<file path="src/source/cim_conv_cfg.svh">
`ifndef CIM_CONV_CFG_SVH
`define CIM_CONV_CFG_SVH

// Layer geometry
`define CIM_DATA_SIZE       4   // Activation width
`define CIM_XBAR_SIZE       16  // Crossbar rows and columns
`define CIM_OUTPUT_CHANNELS 4   // Output channels per pixel

// Output buffer layout
`define CIM_OBUF_DATA_SIZE  12  // 2*data width + log2(xbar size)
`define CIM_H_TILES         1   // Horizontal tiles
`define CIM_V_TILES         3   // Vertical tiles summed per channel
`define CIM_LANES           2   // Elements read per address
`define CIM_NUM_ADDR        2   // Buffer depth
`define CIM_ADDR_W          1   // Address width

// Accumulator grows by log2 of the three-tile sum
`define CIM_ACC_W           14

// Derived sizes used for array bounds
`define CIM_LANE_CH         2   // Lanes over all horizontal tiles
`define CIM_NUM_BANKS       6   // H tiles * lanes * V tiles
`define CIM_BANK_W          3   // Flat bank index width

`endif

</file>
<file path="src/source/cim_types_pkg.sv">
`include "cim_conv_cfg.svh"

package cim_types_pkg;

    // One signed partial sum from a crossbar column group
    typedef logic signed [`CIM_OBUF_DATA_SIZE-1:0] psum_t;

    // Sum over the vertical tiles
    typedef logic signed [`CIM_ACC_W-1:0] acc_t;

    // Post-ReLU activation handed to the next layer
    typedef logic [`CIM_DATA_SIZE-1:0] act_t;

    typedef logic [`CIM_ADDR_W-1:0] obuf_addr_t; // Output buffer address

    typedef logic [`CIM_OUTPUT_CHANNELS-1:0] ch_mask_t; // One bit per output channel

    // Flat bank index, (h * lanes + lane) * v_tiles + v
    typedef logic [`CIM_BANK_W-1:0] tile_sel_t;

endpackage

</file>
<file path="src/source/layer_ctrl_pkg.sv">
package layer_ctrl_pkg;

    // Conversion controller
    typedef enum logic {
        s_conv_idle, // Waiting for an accepted start
        s_conv_busy  // Walking the buffer addresses
    } conv_state_t;

    // Activation buffer occupancy
    typedef enum logic {
        s_pix_empty, // Free for the next conversion
        s_pix_full   // Holding a pixel until popped
    } pix_state_t;

endpackage

</file>
<file path="src/source/cim_obuf.sv">
`timescale 1ns/1ps
`include "cim_conv_cfg.svh"

module cim_obuf
    import cim_types_pkg::*;
(
    input  logic       clk,
    input  logic       rst,

    // Load port from the crossbar side
    input  logic       i_load_en,
    input  tile_sel_t  i_load_bank,
    input  obuf_addr_t i_load_addr,
    input  psum_t      i_load_psum,
    input  logic       i_load_commit,

    // Read port toward conv_func
    input  logic       i_done,
    input  obuf_addr_t i_addr,
    output logic       o_cim_ready,
    output psum_t      o_psum [`CIM_NUM_BANKS]
);

    psum_t mem [`CIM_NUM_BANKS][`CIM_NUM_ADDR]; // Partial sums per bank and address

    always_ff @(posedge clk) begin
        if (i_load_en) begin
            mem[i_load_bank][i_load_addr] <= i_load_psum;
        end
    end

    // Every bank is visible at the current address in the same cycle
    always_comb begin
        for (int b = 0; b < `CIM_NUM_BANKS; b++) begin
            o_psum[b] = mem[b][i_addr];
        end
    end

    always_ff @(posedge clk) begin
        if (rst) begin
            o_cim_ready <= 1'b0;
        end else if (i_load_commit) begin
            o_cim_ready <= 1'b1; // Crossbar results complete
        end else if (i_done) begin
            o_cim_ready <= 1'b0; // Consumed by conv_func
        end
    end

    // Loads only land while the buffer is not yet handed over, and in a real bank
    a_load_not_ready: assert property (
        @(posedge clk) disable iff (rst)
        i_load_en |-> (!o_cim_ready && (i_load_bank < `CIM_NUM_BANKS))
    ) else $error("cim_obuf: load while ready or to a missing bank");

    // conv_func only finishes a pixel that was committed to it
    a_done_after_commit: assert property (
        @(posedge clk) disable iff (rst)
        i_done |-> o_cim_ready ##1 !o_cim_ready
    ) else $error("cim_obuf: done pulse without a committed buffer");

endmodule

</file>
<file path="src/source/conv_func.sv">
`timescale 1ns/1ps
`include "cim_conv_cfg.svh"

module conv_func
    import cim_types_pkg::*;
    import layer_ctrl_pkg::*;
(
    input  logic       clk,
    input  logic       rst,

    // Previous stage
    input  logic       i_start,
    output logic       o_ready,

    // Output buffer
    input  logic       i_cim_ready,
    input  psum_t      i_data [`CIM_NUM_BANKS],
    output obuf_addr_t o_addr,

    // Activation buffer
    input  logic       i_next_ready,
    output act_t       o_data [`CIM_LANE_CH],
    output ch_mask_t   o_write_enable,
    output logic       o_start
);

    localparam ch_mask_t   FIRST_MASK = ch_mask_t'({`CIM_LANE_CH{1'b1}});
    localparam obuf_addr_t LAST_ADDR  = obuf_addr_t'(`CIM_NUM_ADDR - 1);

    conv_state_t state;
    conv_state_t next_state;
    obuf_addr_t  addr;
    obuf_addr_t  next_addr;
    ch_mask_t    next_write_enable;
    acc_t        lane_sum [`CIM_LANE_CH];

    assign o_addr = addr;

    // Sum the vertical tiles of every lane
    always_comb begin
        for (int h = 0; h < `CIM_H_TILES; h++) begin
            for (int l = 0; l < `CIM_LANES; l++) begin
                lane_sum[h*`CIM_LANES+l] = '0;
                for (int v = 0; v < `CIM_V_TILES; v++) begin
                    lane_sum[h*`CIM_LANES+l] = lane_sum[h*`CIM_LANES+l]
                        + acc_t'(i_data[(h*`CIM_LANES+l)*`CIM_V_TILES+v]); // Sign extended
                end
            end
        end
    end

    // ReLU, then keep the low activation bits
    always_comb begin
        for (int i = 0; i < `CIM_LANE_CH; i++) begin
            if (lane_sum[i] > acc_t'(0)) begin
                o_data[i] = lane_sum[i][`CIM_DATA_SIZE-1:0];
            end else begin
                o_data[i] = '0;
            end
        end
    end

    always_ff @(posedge clk) begin
        if (rst) begin
            state          <= s_conv_idle;
            addr           <= '0;
            o_write_enable <= '0;
        end else begin
            state          <= next_state;
            addr           <= next_addr;
            o_write_enable <= next_write_enable;
        end
    end

    always_comb begin
        next_state        = state;
        next_addr         = addr;
        next_write_enable = o_write_enable;
        o_ready           = 1'b0;
        o_start           = 1'b0;
        case (state)
            s_conv_idle: begin
                o_ready           = 1'b1;
                next_addr         = '0;
                next_write_enable = '0;
                // Dropped unless both neighbours are ready
                if (i_start && i_cim_ready && i_next_ready) begin
                    next_write_enable = FIRST_MASK; // First channel pair
                    next_state        = s_conv_busy;
                end
            end
            s_conv_busy: begin
                if (addr == LAST_ADDR) begin
                    o_start           = 1'b1; // Last pair written this cycle
                    next_addr         = '0;
                    next_write_enable = '0;
                    next_state        = s_conv_idle;
                end else begin
                    next_addr         = addr + 1'b1;
                    next_write_enable = o_write_enable << `CIM_LANE_CH;
                end
            end
            default: begin
                next_addr         = '0;
                next_write_enable = '0;
                next_state        = s_conv_idle;
            end
        endcase
    end

    a_mask_idle: assert property (
        @(posedge clk) disable iff (rst)
        (state == s_conv_idle) |-> (o_write_enable == '0)
    ) else $error("conv_func: write mask set while idle");

    // Done pulse ends the busy phase on the following edge
    a_start_busy: assert property (
        @(posedge clk) disable iff (rst)
        o_start |-> (state == s_conv_busy) ##1 (state == s_conv_idle)
    ) else $error("conv_func: done pulse outside the last busy cycle");

endmodule

</file>
<file path="src/source/act_buffer.sv">
`timescale 1ns/1ps
`include "cim_conv_cfg.svh"

module act_buffer
    import cim_types_pkg::*;
    import layer_ctrl_pkg::*;
(
    input  logic     clk,
    input  logic     rst,

    // From conv_func
    input  act_t     i_data [`CIM_LANE_CH],
    input  ch_mask_t i_write_enable,
    input  logic     i_done,
    output logic     o_next_ready,

    // To the next layer
    input  logic     i_pop,
    output logic     o_pixel_valid,
    output act_t     o_pixel [`CIM_OUTPUT_CHANNELS]
);

    pix_state_t state;

    // Channel c picks lane c mod lane count
    always_ff @(posedge clk) begin
        for (int c = 0; c < `CIM_OUTPUT_CHANNELS; c++) begin
            if (i_write_enable[c]) begin
                o_pixel[c] <= i_data[c % `CIM_LANE_CH];
            end
        end
    end

    always_ff @(posedge clk) begin
        if (rst) begin
            state <= s_pix_empty;
        end else begin
            case (state)
                s_pix_empty: begin
                    if (i_done) begin
                        state <= s_pix_full; // Last channels land with the pulse
                    end
                end
                s_pix_full: begin
                    if (i_pop) begin
                        state <= s_pix_empty;
                    end
                end
                default: state <= s_pix_empty;
            endcase
        end
    end

    assign o_next_ready  = (state == s_pix_empty);
    assign o_pixel_valid = (state == s_pix_full);

    // conv_func must respect the ready level
    a_no_write_full: assert property (
        @(posedge clk) disable iff (rst)
        (state == s_pix_full) |-> (i_write_enable == '0)
    ) else $error("act_buffer: channel write while a pixel is held");

    a_no_pop_empty: assert property (
        @(posedge clk) disable iff (rst)
        i_pop |-> (state == s_pix_full)
    ) else $error("act_buffer: pop with no pixel held");

endmodule

</file>
<file path="src/source/conv_layer_top.sv">
`timescale 1ns/1ps
`include "cim_conv_cfg.svh"

module conv_layer_top
    import cim_types_pkg::*;
(
    input  logic       clk,
    input  logic       rst,

    // Output buffer load port
    input  logic       i_load_en,
    input  tile_sel_t  i_load_bank,
    input  obuf_addr_t i_load_addr,
    input  psum_t      i_load_psum,
    input  logic       i_load_commit,

    // Conversion request
    input  logic       i_start,
    output logic       o_ready,
    output logic       o_cim_ready,

    // Finished pixel toward the next layer
    input  logic       i_pop,
    output logic       o_pixel_valid,
    output act_t       o_pixel [`CIM_OUTPUT_CHANNELS]
);

    obuf_addr_t obuf_addr;
    psum_t      obuf_psum [`CIM_NUM_BANKS];
    act_t       lane_act [`CIM_LANE_CH];
    ch_mask_t   write_enable;
    logic       conv_done;
    logic       next_ready;

    cim_obuf u_obuf (
        .clk           (clk),
        .rst           (rst),
        .i_load_en     (i_load_en),
        .i_load_bank   (i_load_bank),
        .i_load_addr   (i_load_addr),
        .i_load_psum   (i_load_psum),
        .i_load_commit (i_load_commit),
        .i_done        (conv_done),
        .i_addr        (obuf_addr),
        .o_cim_ready   (o_cim_ready),
        .o_psum        (obuf_psum)
    );

    conv_func u_conv_func (
        .clk            (clk),
        .rst            (rst),
        .i_start        (i_start),
        .o_ready        (o_ready),
        .i_cim_ready    (o_cim_ready),
        .i_data         (obuf_psum),
        .o_addr         (obuf_addr),
        .i_next_ready   (next_ready),
        .o_data         (lane_act),
        .o_write_enable (write_enable),
        .o_start        (conv_done)
    );

    act_buffer u_act_buffer (
        .clk            (clk),
        .rst            (rst),
        .i_data         (lane_act),
        .i_write_enable (write_enable),
        .i_done         (conv_done),
        .o_next_ready   (next_ready),
        .i_pop          (i_pop),
        .o_pixel_valid  (o_pixel_valid),
        .o_pixel        (o_pixel)
    );

endmodule

</file>
<file path="config.mk">
export PLATFORM = sky130hd
export DESIGN_NAME = conv_layer_top
export DESIGN_NICKNAME = d
export VERILOG_FILES = /design/src/source/cim_types_pkg.sv /design/src/source/layer_ctrl_pkg.sv /design/src/source/cim_obuf.sv /design/src/source/conv_func.sv /design/src/source/act_buffer.sv /design/src/source/conv_layer_top.sv
export VERILOG_INCLUDE_DIRS = /design/src /design/src/source
export SDC_FILE = /design/constraint.sdc
export NUM_CORES = 1
export LEC_CHECK = 0
export BUFFER_PORTS_ARGS = -buffer_cell sky130_fd_sc_hd__buf_2
export CAP_MARGIN = 20
export CORE_ASPECT_RATIO = 0.5
export CORE_MARGIN = 3
export CORE_UTILIZATION = 55
export DETAILED_ROUTE_END_ITERATION = 7
export GPL_ROUTABILITY_DRIVEN = 0
export PLACE_DENSITY = 0.87
export SETUP_SLACK_MARGIN = 0.4
export SLEW_MARGIN = 20
export SYNTH_ARGS = -nofsm -noshare
export SYNTH_HDL_FRONTEND = slang
export SYNTH_SLANG_ARGS = --single-unit
</file>
<file path="constraint.sdc">
create_clock -name clk -period 2.9 [get_ports clk]
set_input_delay 0.58 -clock clk [delete_from_list [all_inputs] [get_ports clk]]
set_output_delay 0.58 -clock clk [all_outputs]
set_load 0.02 [all_outputs]
</file>
==> impl_results.md, run 1 <==
* Run status: complete, but fails checks
* Violations in the final reports: setup timing
* Total nets after synthesis at 444
* Initial antenna violation count at 0
* Share of the core filled with cells at 0.7163
* Wire length per cell at 24.76 um
* CP cell instances: buf_6 -> bufbuf_16 -> mux2_4 -> fa_2 -> ha_4 -> fa_2 -> a21oi_2 -> o22ai_2 -> o21ai_2 -> buf_6 -> a21oi_4
* Insertion delay of the later-clocked pin in the worst-skew pair at 0.43 ns
* CTS Root Cell: sky130_fd_sc_hd__clkbuf_16
* Library cell with the largest summed area after synthesis: sky130_fd_sc_hd__edfxtp_1
* Library cells used by synthesis at 30
* Vias per cell at 5.971
* Worst Path Max Fanout at 5
* Number of sinks handled by clock tree synthesis at 166
* Gr usage total at 0.2297
* Mean area per synthesized cell at 18.79 sq um
* Final setup fails at 16
* # fillers at 617
* Pins Over Slew Limit at 0
* Proportion of synthesized chip area in sequential cells at 0.7009
* Input/output buffers at 40
* DRT iter0 DRCs at 462
* Number of standard-cell rows in the floorplan at 28
* Clock skew at 0.01147 ns
* Category of the worst setup path capture point: register
* Type of the worst min-delay path: in2reg
* Setup repair after global routing missed its margin: true
* Total core area at 12160 sq um
* Via count at 3863
* Count of synthesis-stage warnings from yosys at 0
* Clock transition time at the flip-flop clock pins of the worst setup and hold paths at 0.06 ns
* Share of final-layout standard cells stronger than drive strength 1 at 0.4398
* Count of state elements after synthesis at 166
* Least-Margin Pin Slew at 0.4687 ns
* Detail Route Antenna Nets at 0
* Type of the worst setup path: reg2reg
* Hold-fix buffer count after cts at 0
* Area growth, synth to finish at 23.93%
* Sequential cell area at 4928 sq um
* Maximum number of pins on one net before global-route repair at 17
* Max Clk Rate at 328.7 MHz
* Maxcap violations at 0
* Maximum root-to-sink buffer count at 2
* Count of antenna diodes in the layout at 0
* Area of the multi-input gates at 2256 sq um
* Pwr Density at 645.3 nW/um^2
* Starting density of the core at 0.5780
* Final setup margin at -0.1424 ns
* Worst IR drop on VDD at 0.0004216 V
* Top cells by area in the synthesized netlist: sky130_fd_sc_hd__edfxtp_1 (68%), sky130_fd_sc_hd__mux2_2 (9.8%), sky130_fd_sc_hd__fa_1 (7.4%)
* Share of the clock period used by the worst path after layout at 1.049
* CP startpoint kind: register
* Non-filler cells, final at 647
* Count of mapped cells out of synthesis at 374
* Synth Cell Area at 7027 sq um
* CTS tree: yes
* Post-route minimum period at 3.042 ns
* Horizontal die dimension at 165.9 um
* # H-tree levels at 4
* Residual overflow from global routing at 0
* Slowest stage cell, crit path: sky130_fd_sc_hd__dfxtp_4
* Hold violation count in the final report at 0
* Highest-count cells in the layout ignoring fill and taps: sky130_fd_sc_hd__edfxtp_1 (160), sky130_fd_sc_hd__mux2_2 (51), sky130_fd_sc_hd__buf_2 (40)
* Slowest cell delay on critical path at 0.41 ns
* TritonCTS Buffers at 17
* Nets at 539
* Detailed-route wire length at 16020 um
* Total I/O pin count at 41
* Worst Path Required at 3.07 ns
* DIE AREA at 14250 sq um
* Die extent in y at 85.93 um
* Remaining routing DRC violations at 0
* Wire length of the first global-routing pass at 23710 um
* Pleak at 3.084 nW
* Portion of synthesized cell area occupied by the leading cell type at 0.6838
* Instance count after placement with tap cells included at 593
* Worst R2R Setup Slack at -0.14 ns
* Number of iterations in the first detailed-routing pass at 4
* Relative slew slack at 0.6851
* Post-DP HPWL at 8225 um
* Via count of the first global-routing pass at 3918
* Most common library cell in the layout ignoring fill and taps: sky130_fd_sc_hd__edfxtp_1
* Arrival time at the worst endpoint at 3.21 ns
==> logic make-up after synthesis <==
family | count (synthesis) | share of synthesized area
simple gates | 45 | 0.03383
flops | 166 | 0.7009
xor+xnor | 2 | 0.002493
mux | 73 | 0.1149
buf+inv | 20 | 0.01211
compound gates | 20 | 0.02261
fa+ha+maj | 48 | 0.1132
==> critical path: cells and delay by family, from the launching register on <==
family                   cells  cell delay (ns)
AO/OA/AOI/OAI                4             0.56
adder cells (fa/ha/maj)      3             0.94
buffers and inverters        3             0.57
flip-flops                   1             0.41
multiplexers                 1             0.30
==> cell type report <==
class                           instances  share of cell area
Clock inverter                         12             0.01767
Sequential cell                       166              0.5659
Tap cell                              165             0.02371
Inverter                               12            0.005172
Timing Repair Buffer                   84             0.07830
Clock buffer                           20             0.05014
Multi-Input combinational cell        188              0.2591
==> registers in the layout, indices dropped and copies added (netlist names) <==
name,cells
u_conv_func.o_addr,1
u_obuf.mem,144
u_conv_func.o_write_enable,2
u_act_buffer.o_pixel_valid,1
u_conv_func.state,1
u_act_buffer.o_pixel,16
u_obuf.o_cim_ready,1
==> what timing repair did <==
action,CTS,global route
resized for setup,23,18
gates cloned,4,0
setup buffers,15,3
endpoints found under the setup margin,16,16
pin swaps,14,13
hold endpoints to repair,0,0
==> final timing paths <==
path / depth (start not counted) / from / end
max reg2reg: 11 / u_conv_func.o_addr$_SDFF_PP0_ / u_act_buffer.o_pixel[14]$_DFFE_PP_
max: 11 / u_conv_func.o_addr$_SDFF_PP0_ / u_act_buffer.o_pixel[14]$_DFFE_PP_
min reg2reg: 2 / u_obuf.o_cim_ready$_SDFFE_PP0P_ / u_obuf.o_cim_ready$_SDFFE_PP0P_
min: 2 / rst / u_act_buffer.o_pixel_valid$_SDFF_PP0_
==> metrics by stage <==
stage	setup slack, ns	instance area, sq um	setup TNS [ns]	power, mW	hold slack [ns]
after floorplan	0.1748	7097	0	3.042	0.5181
after global placement	0.07803	7654	0	3.179	0.4764
after detailed placement	0.01494	7654	0	3.199	0.5013
after CTS	-0.02005	8587	-0.1545	5.526	0.3521
after global routing	-0.1805	8708	-2.312	5.782	0.3705
final	-0.1424	8708	-1.499	5.619	0.3637
==> cell usage after synthesis, drive strengths merged <==
master and instances:
or3b 1, mux2i 12, and4 1, nand3 8, mux2 61, o21ai 2
a2111oi 1, nand2 4, inv 12, or2 1, nand3b 3, nor2b 1
o2bb2ai 1, xor2 2, a21o 1, buf 8, a211oi 3, o22ai 1
dfxtp 6, ha 22, and2 5, a221oi 1, a21oi 8, edfxtp 160
nand2b 3, fa 26, o211ai 2, and4b 1, nor3 5, nor2 12
==> metal layers <==
layer  track usage  vias to the layer above  share of wire
met2        0.3851                      235           0.49
met1        0.3035                     1966           0.41
met3       0.05433                       36          0.077
li1              -                     1626              -
met5             0                        -              0
met4       0.07623                        0          0.025
==> power by group <==
| group | internal [mW] | total, mW | switching, mW |
|---|---|---|---|
| clock | 1.36 | 2.28 | 0.927 |
| sequential | 2.69 | 2.71 | 0.0185 |
| combinational | 0.289 | 0.623 | 0.334 |
(Power assumes the default switching activity.)
==> run 2, diff against run 1 <==
Settings changed: ABC_AREA set to 1.
==> run 2 against run 1 <==
Against the previous run:
- the run ends with DRC, setup timing left
- synthesized cell count is 97% higher
- largest power group unchanged
- combinational power is 99% higher
- power is 7.7% higher
- register-to-register slack worse by 0.21 ns
- non-clock buffer count is 23 higher
- critical path depth is 5 higher
- clock power is 8% lower
- final cell count is 63% higher
- flip-flop and latch count stayed put
- routed wire length is 22% higher
==> impl_results.md, run 2 <==
* Nets at 920
* Clock transition time at the flip-flop clock pins of the worst setup and hold paths at 0.06 ns
* Clock skew at 0.01148 ns
* Synth Cell Area at 7908 sq um
* Detailed-route wire length at 19620 um
* Run status: complete, but fails checks
* Proportion of synthesized chip area in sequential cells at 0.6228
* Final setup fails at 16
* Most flops, register: u_obuf.mem
* Total core area at 13810 sq um
* CP cell instances: buf_12 -> buf_8 -> mux2i_2 -> fa_1 -> inv_2 -> fa_2 -> inv_2 -> nand3_2 -> nor2_4 -> nand3_2 -> nor2_2 -> nand3_1 -> nor2_1 -> nand3_1 -> nand2_4 -> nor2_2
* Mean area per synthesized cell at 10.76 sq um
* Number of sinks handled by clock tree synthesis at 166
* Horizontal die dimension at 175.6 um
* Post-DP HPWL at 12080 um
* Area growth, synth to finish at 22.75%
* Switching power as a share of total power at 0.2851
* Type of the worst min-delay path: in2reg
* Library cell with the largest summed area after synthesis: sky130_fd_sc_hd__edfxtp_1
* Top cells by area in the synthesized netlist: sky130_fd_sc_hd__edfxtp_1 (61%), sky130_fd_sc_hd__nand2_1 (14%), sky130_fd_sc_hd__fa_1 (6.6%)
* Initial antenna violation count at 1
* Wire length per cell at 18.65 um
* Hold violation count in the final report at 0
* Arrival time at the worst endpoint at 3.43 ns
* Most instantiated cells after synthesis: sky130_fd_sc_hd__nand2_1 (288), sky130_fd_sc_hd__edfxtp_1 (160), sky130_fd_sc_hd__inv_1 (70)
* Reported net switching power at 1.726 mW
* # H-tree levels at 4
* Buf+Inv Stages, Crit Path at 4
* CTS tree: yes
* Type of the worst setup path: reg2reg
* DRT iter0 DRCs at 854
* Gr usage total at 0.2380
* Placement Setup Slack at -0.1905 ns
* Most common library cell in the layout ignoring fill and taps: sky130_fd_sc_hd__nand2_1
* Via count at 5961
* Slowest cell delay on critical path at 0.47 ns
* Insertion delay of the later-clocked pin in the worst-skew pair at 0.43 ns
* Via count of the first global-routing pass at 5775
* Max Clk Rate at 307.5 MHz
* Total nets after synthesis at 807
* Input/output buffers at 40
* Setup repair after global routing missed its margin: true
* Library cells used by synthesis at 26
* Count of synthesis-stage warnings from yosys at 0
* Portion of synthesized cell area occupied by the leading cell type at 0.6076
* Post-route minimum period at 3.252 ns
* Maximum root-to-sink buffer count at 2
* Count of state elements after synthesis at 166
* Final setup margin at -0.3522 ns
* Share of final-layout standard cells stronger than drive strength 1 at 0.2244
* Share of the clock period used by the worst path after layout at 1.121
* TritonCTS Buffers at 17
* Share of synthesized flip-flops with an asynchronous set or reset at 0
* Total I/O pin count at 41
* Wire length of the first global-routing pass at 29240 um
* Violations in the final reports: DRC, setup timing
* Number of enable-type register cells in the synthesized netlist at 160
* Category of the worst setup path capture point: register
* Number of iterations in the first detailed-routing pass at 8
* Worst IR drop on VDD at 0.0004704 V
* Die extent in y at 90.79 um
* Slowest stage cell, crit path: sky130_fd_sc_hd__dfxtp_4
* Pins Over Slew Limit at 0
* Fraction of power consumed by combinational cells at 0.205
* Maxcap violations at 0
* Detail Route Antenna Nets at 0
* Internal Power at 4.328 mW
* Hold-fix buffer count after cts at 0
* Remaining routing DRC violations at 2
* CTS Root Cell: sky130_fd_sc_hd__clkbuf_16
* CP startpoint kind: register
* Vias per cell at 5.666
* Worst Path Required at 3.08 ns
* Highest-count cells in the layout ignoring fill and taps: sky130_fd_sc_hd__nand2_1 (283), sky130_fd_sc_hd__edfxtp_1 (160), sky130_fd_sc_hd__inv_1 (66)
* Count of mapped cells out of synthesis at 735
* Pwr Density at 623.6 nW/um^2
* Count of antenna diodes in the layout at 0
* Instance area at placement at 8832 sq um
* Residual overflow from global routing at 0
* Library cell with the highest instance count after synthesis: sky130_fd_sc_hd__nand2_1
* Gate family responsible for the most delay along the worst path: simple AND/OR/NAND/NOR gates
* Pleak at 4.099 nW
* Post-route cell area at 9707 sq um
* Flip-flop count of the largest register after layout at 144
* Largest registers: u_obuf.mem (144), u_act_buffer.o_pixel (16), u_conv_func.o_write_enable (2)
* Maximum number of pins on one net before global-route repair at 25
* Relative contribution of the clock network to total power at 0.346
* Number of standard-cell rows in the floorplan at 30
* Worst Path Max Fanout at 8
* Starting density of the core at 0.5725
* DIE AREA at 15940 sq um
* Flop pwr share at 0.449
* Least-Margin Pin Slew at 0.3764 ns
* Top_reg_cell synth: sky130_fd_sc_hd__edfxtp_1
* Relative slew slack at 0.7487
[run 2: cells by family after synthesis]
kind of cell             count (synthesis)  share of synthesized area
AND/OR/NAND/NOR                        402                     0.2030
flip-flops                             166                     0.6228
buffers and inverters                   85                    0.04066
adder cells (fa/ha/maj)                 50                     0.1038
AO/OA/AOI/OAI                           19                    0.01345
multiplexers                            12                    0.01519
XOR/XNOR                                 1                   0.001108
[run 2: final timing paths]
path / from / cells after the start / endpoint / slack [ns]
worst max-delay path: u_conv_func.o_addr$_SDFF_PP0_ / 16 / u_act_buffer.o_pixel[14]$_DFFE_PP_ / -0.35
worst min-delay path: rst / 2 / u_obuf.o_cim_ready$_SDFFE_PP0P_ / 0.36
worst max register to register: u_conv_func.o_addr$_SDFF_PP0_ / 16 / u_act_buffer.o_pixel[14]$_DFFE_PP_ / -0.35
worst min register to register: u_conv_func.state$_SDFF_PP0_ / 1 / u_conv_func.o_write_enable[0]$_SDFF_PP0_ / 0.46
[run 2: layer usage]
layer	track usage	vias to the layer above	wire length (um)
met4	0.09019	2	554
met1	0.3059	2799	7754
li1	-	2657	-
met2	0.3917	424	9386
met5	0	-	13
met3	0.06255	79	1907
[run 2: timing repair]
item | 4_1_cts | 5_1_grt
buffers inserted | 0 | 5
setup endpoints to repair | 16 | 16
pin swaps | 0 | 10
gates resized for setup | 18 | 33
cloned | 1 | 2
[run 2: per-stage QoR]
step / instances / setup TNS (ns) / util / hold slack [ns] / total power [mW]
3_3_place_gp: 1013 / -1.888 / 0.6394 / 0.4465 / 3.767
2_1_floorplan: 735 / 0 / - / 0.4280 / 3.416
3_5_place_dp: 1013 / -2.773 / 0.6394 / 0.4494 / 3.828
5_1_grt: 1052 / -6.988 / 0.7027 / 0.3595 / 6.282
4_1_cts: 1045 / -2.783 / 0.6859 / 0.3534 / 5.919
6_report: 1052 / -4.380 / 0.7027 / 0.3627 / 6.053
[run 2: final cells by class]
cell class / count / area (sq um)
well taps: 192 / 240.2
inverters: 71 / 279.0
flip-flops and latches: 166 / 4928
fillers: 863 / 4106
repair buffers: 107 / 810.8
repair inverters: 1 / 8.758
clock inverters: 13 / 116.4
clock buffers: 18 / 429.2
multi-input cells: 484 / 2894
[run 2: power groups by stage]
stage	sequential (mW)	combinational, mW	clock (mW)
floorplan	2.77	0.647	0
global placement	2.76	1.01	0
detailed placement	2.76	1.06	0
CTS	2.72	1.10	2.11
global route	2.72	1.36	2.20
finish	2.72	1.24	2.10
[run 2: worst register-to-register path: cells and delay by family, from the launching register on]
kind / cells / cell delay [ns]
buffers and inverters: 4 / 0.49
adder cells (fa/ha/maj): 2 / 0.89
flip-flops: 1 / 0.47
multiplexers: 1 / 0.24
AND/OR/NAND/NOR: 9 / 0.93
==> run 3, diff against run 2 <==
Settings changed: RECOVER_POWER set to 100.
==> run 3 against run 2 <==
Against the previous run:
- non-clock buffer count stayed put
- sequential share of layout area increased by 0.079 points
- first-iteration DRC count fell by 5.7%
- combinational power about the same
- hold slack better by 0.0019 ns
- core utilization decreased by 0.11 points
- the flow finishes with violations (setup timing)
==> impl_results.md, run 3 (synthesis results as in run 2) <==
* Remaining routing DRC violations at 0
* Vias per cell at 5.614
* Via count of the first global-routing pass at 5775
* Least-Margin Pin Slew at 0.5818 ns
* Violations in the final reports: setup timing
* Starting density of the core at 0.5725
* Horizontal die dimension at 175.6 um
* Post-route cell area at 9692 sq um
* Share of final-layout standard cells stronger than drive strength 1 at 0.2105
* Initial antenna violation count at 1
* Hold-fix buffer count after cts at 0
* Category of the worst setup path capture point: register
* Maximum number of pins on one net before global-route repair at 25
* Share of the core filled with cells at 0.7016
* CP startpoint kind: register
* Total I/O pin count at 41
* CTS tree: yes
* Most flops, register: u_obuf.mem
* Maximum root-to-sink buffer count at 2
* TritonCTS Buffers at 17
* Type of the worst setup path: reg2reg
* Detail Route Antenna Nets at 0
* Max Clk Rate at 307.3 MHz
* Type of the worst min-delay path: in2reg
* Pins Over Slew Limit at 0
* Post-route minimum period at 3.254 ns
* CP cell instances: buf_12 -> buf_8 -> mux2i_2 -> fa_1 -> inv_2 -> fa_2 -> inv_2 -> nand3_2 -> nor2_4 -> nand3_2 -> nor2_2 -> nand3_1 -> nor2_1 -> nand3_1 -> nand2_4 -> nor2_2
* Setup repair after global routing missed its margin: true
* Number of standard-cell rows in the floorplan at 30
* Die extent in y at 90.79 um
* Insertion delay of the later-clocked pin in the worst-skew pair at 0.42 ns
* Via count at 5906
* Clock skew at 0.01142 ns
* # H-tree levels at 4
* Detailed-route wire length at 19630 um
* Residual overflow from global routing at 0
* Pleak at 4.066 nW
* Final-layout worst hold slack at 0.3646 ns
* Most common library cell in the layout ignoring fill and taps: sky130_fd_sc_hd__nand2_1
* DIE AREA at 15940 sq um
* CTS Root Cell: sky130_fd_sc_hd__clkbuf_16
* Instance area at placement at 8832 sq um
* Overall power at 6.052 mW
* Wire length of the first global-routing pass at 29240 um
* Number of sinks handled by clock tree synthesis at 166
* Wire length per cell at 18.66 um
* Clock transition time at the flip-flop clock pins of the worst setup and hold paths at 0.06 ns
* Sequential cell area at 4928 sq um
* Final setup fails at 16
* Pwr Density at 624.5 nW/um^2
* Count of antenna diodes in the layout at 0
* Input/output buffers at 40
* Nets at 920
* Relative slew slack at 0.6121
* Total core area at 13810 sq um
* Largest registers: u_obuf.mem (144), u_act_buffer.o_pixel (16), u_conv_func.o_write_enable (2)
* Gr usage total at 0.2380
* Share of the clock period used by the worst path after layout at 1.122
* # fillers at 870
* Number of iterations in the first detailed-routing pass at 6
* DRT iter0 DRCs at 805
* Slowest stage cell, crit path: sky130_fd_sc_hd__dfxtp_4
* Area of the multi-input gates at 2894 sq um
* Maxcap violations at 0
* Highest-count cells in the layout ignoring fill and taps: sky130_fd_sc_hd__nand2_1 (283), sky130_fd_sc_hd__edfxtp_1 (160), sky130_fd_sc_hd__inv_1 (66)
* Worst Path Max Fanout at 8
* Final setup margin at -0.3538 ns
* Hold violation count in the final report at 0
* Worst Path Required at 3.07 ns
* Flip-flop count of the largest register after layout at 144
* Placement Setup Slack at -0.1905 ns
* Arrival time at the worst endpoint at 3.43 ns
* Run status: complete, but fails checks
* Slowest cell delay on critical path at 0.47 ns
* Worst IR drop on VDD at 0.0004679 V
* Area growth, synth to finish at 22.56%
* Post-DP HPWL at 12080 um
run 3: cell types whose count changed in the layout (fill, tap and decap cells not counted), sizes merged:
cell    previous run  this run
buf              106        94
clkbuf            19        31
run 3: stage by stage:
stage	cells	TNS [ns]
2_1_floorplan	735	0
3_3_place_gp	1013	-1.888
3_5_place_dp	1013	-2.773
4_1_cts	1045	-2.783
5_1_grt	1052	-6.988
6_report	1052	-4.512
run 3: report_power, final:
group,internal [mW],leakage (nW),switching [mW]
clock,1.12,0.256,0.972
sequential,2.70,1.50,0.0211
combinational,0.509,2.31,0.732
total,4.33,4.07,1.73
run 3: metal layers:
| metal | GRT usage | wire, um |
|---|---|---|
| met1 | 0.3059 | 7719 |
| met2 | 0.3917 | 9394 |
| met3 | 0.06255 | 1958 |
| met4 | 0.09019 | 542 |
| met5 | 0 | 13 |
run 3: worst paths after layout:
check | slack [ns] | start | endpoint | cells past startpoint
worst max-delay path | -0.35 | u_conv_func.o_addr$_SDFF_PP0_ | u_act_buffer.o_pixel[14]$_DFFE_PP_ | 16
worst min-delay path | 0.36 | rst | u_obuf.o_cim_ready$_SDFFE_PP0P_ | 2
worst max register to register | -0.35 | u_conv_func.o_addr$_SDFF_PP0_ | u_act_buffer.o_pixel[14]$_DFFE_PP_ | 16
worst min register to register | 0.46 | u_conv_func.state$_SDFF_PP0_ | u_conv_func.o_write_enable[0]$_SDFF_PP0_ | 1
run 3: what timing repair did:
action | CTS | global route
setup endpoints to repair | 16 | 16
endpoints found under the hold margin | 0 | 0
buffers inserted | 0 | 5
resized for setup | 18 | 33
cloned | 1 | 2
pin swaps | 0 | 10
run 3: cell type report:
type / instances / share of cell area
well taps: 192 / 0.02479
inverters: 71 / 0.02879
flip-flops and latches: 166 / 0.5085
clock inverters: 13 / 0.01201
repair inverters: 1 / 0.0009037
repair buffers: 107 / 0.08211
clock buffers: 18 / 0.04428
multi-input cells: 484 / 0.2986
run 3: worst max-delay path: cells and delay by family, from the launching register on:
family,cells,cell delay [ns]
muxes,1,0.24
adders and majority gates,2,0.89
buffers and inverters,4,0.48
DFF,1,0.47
and+or+nand+nor,9,0.93
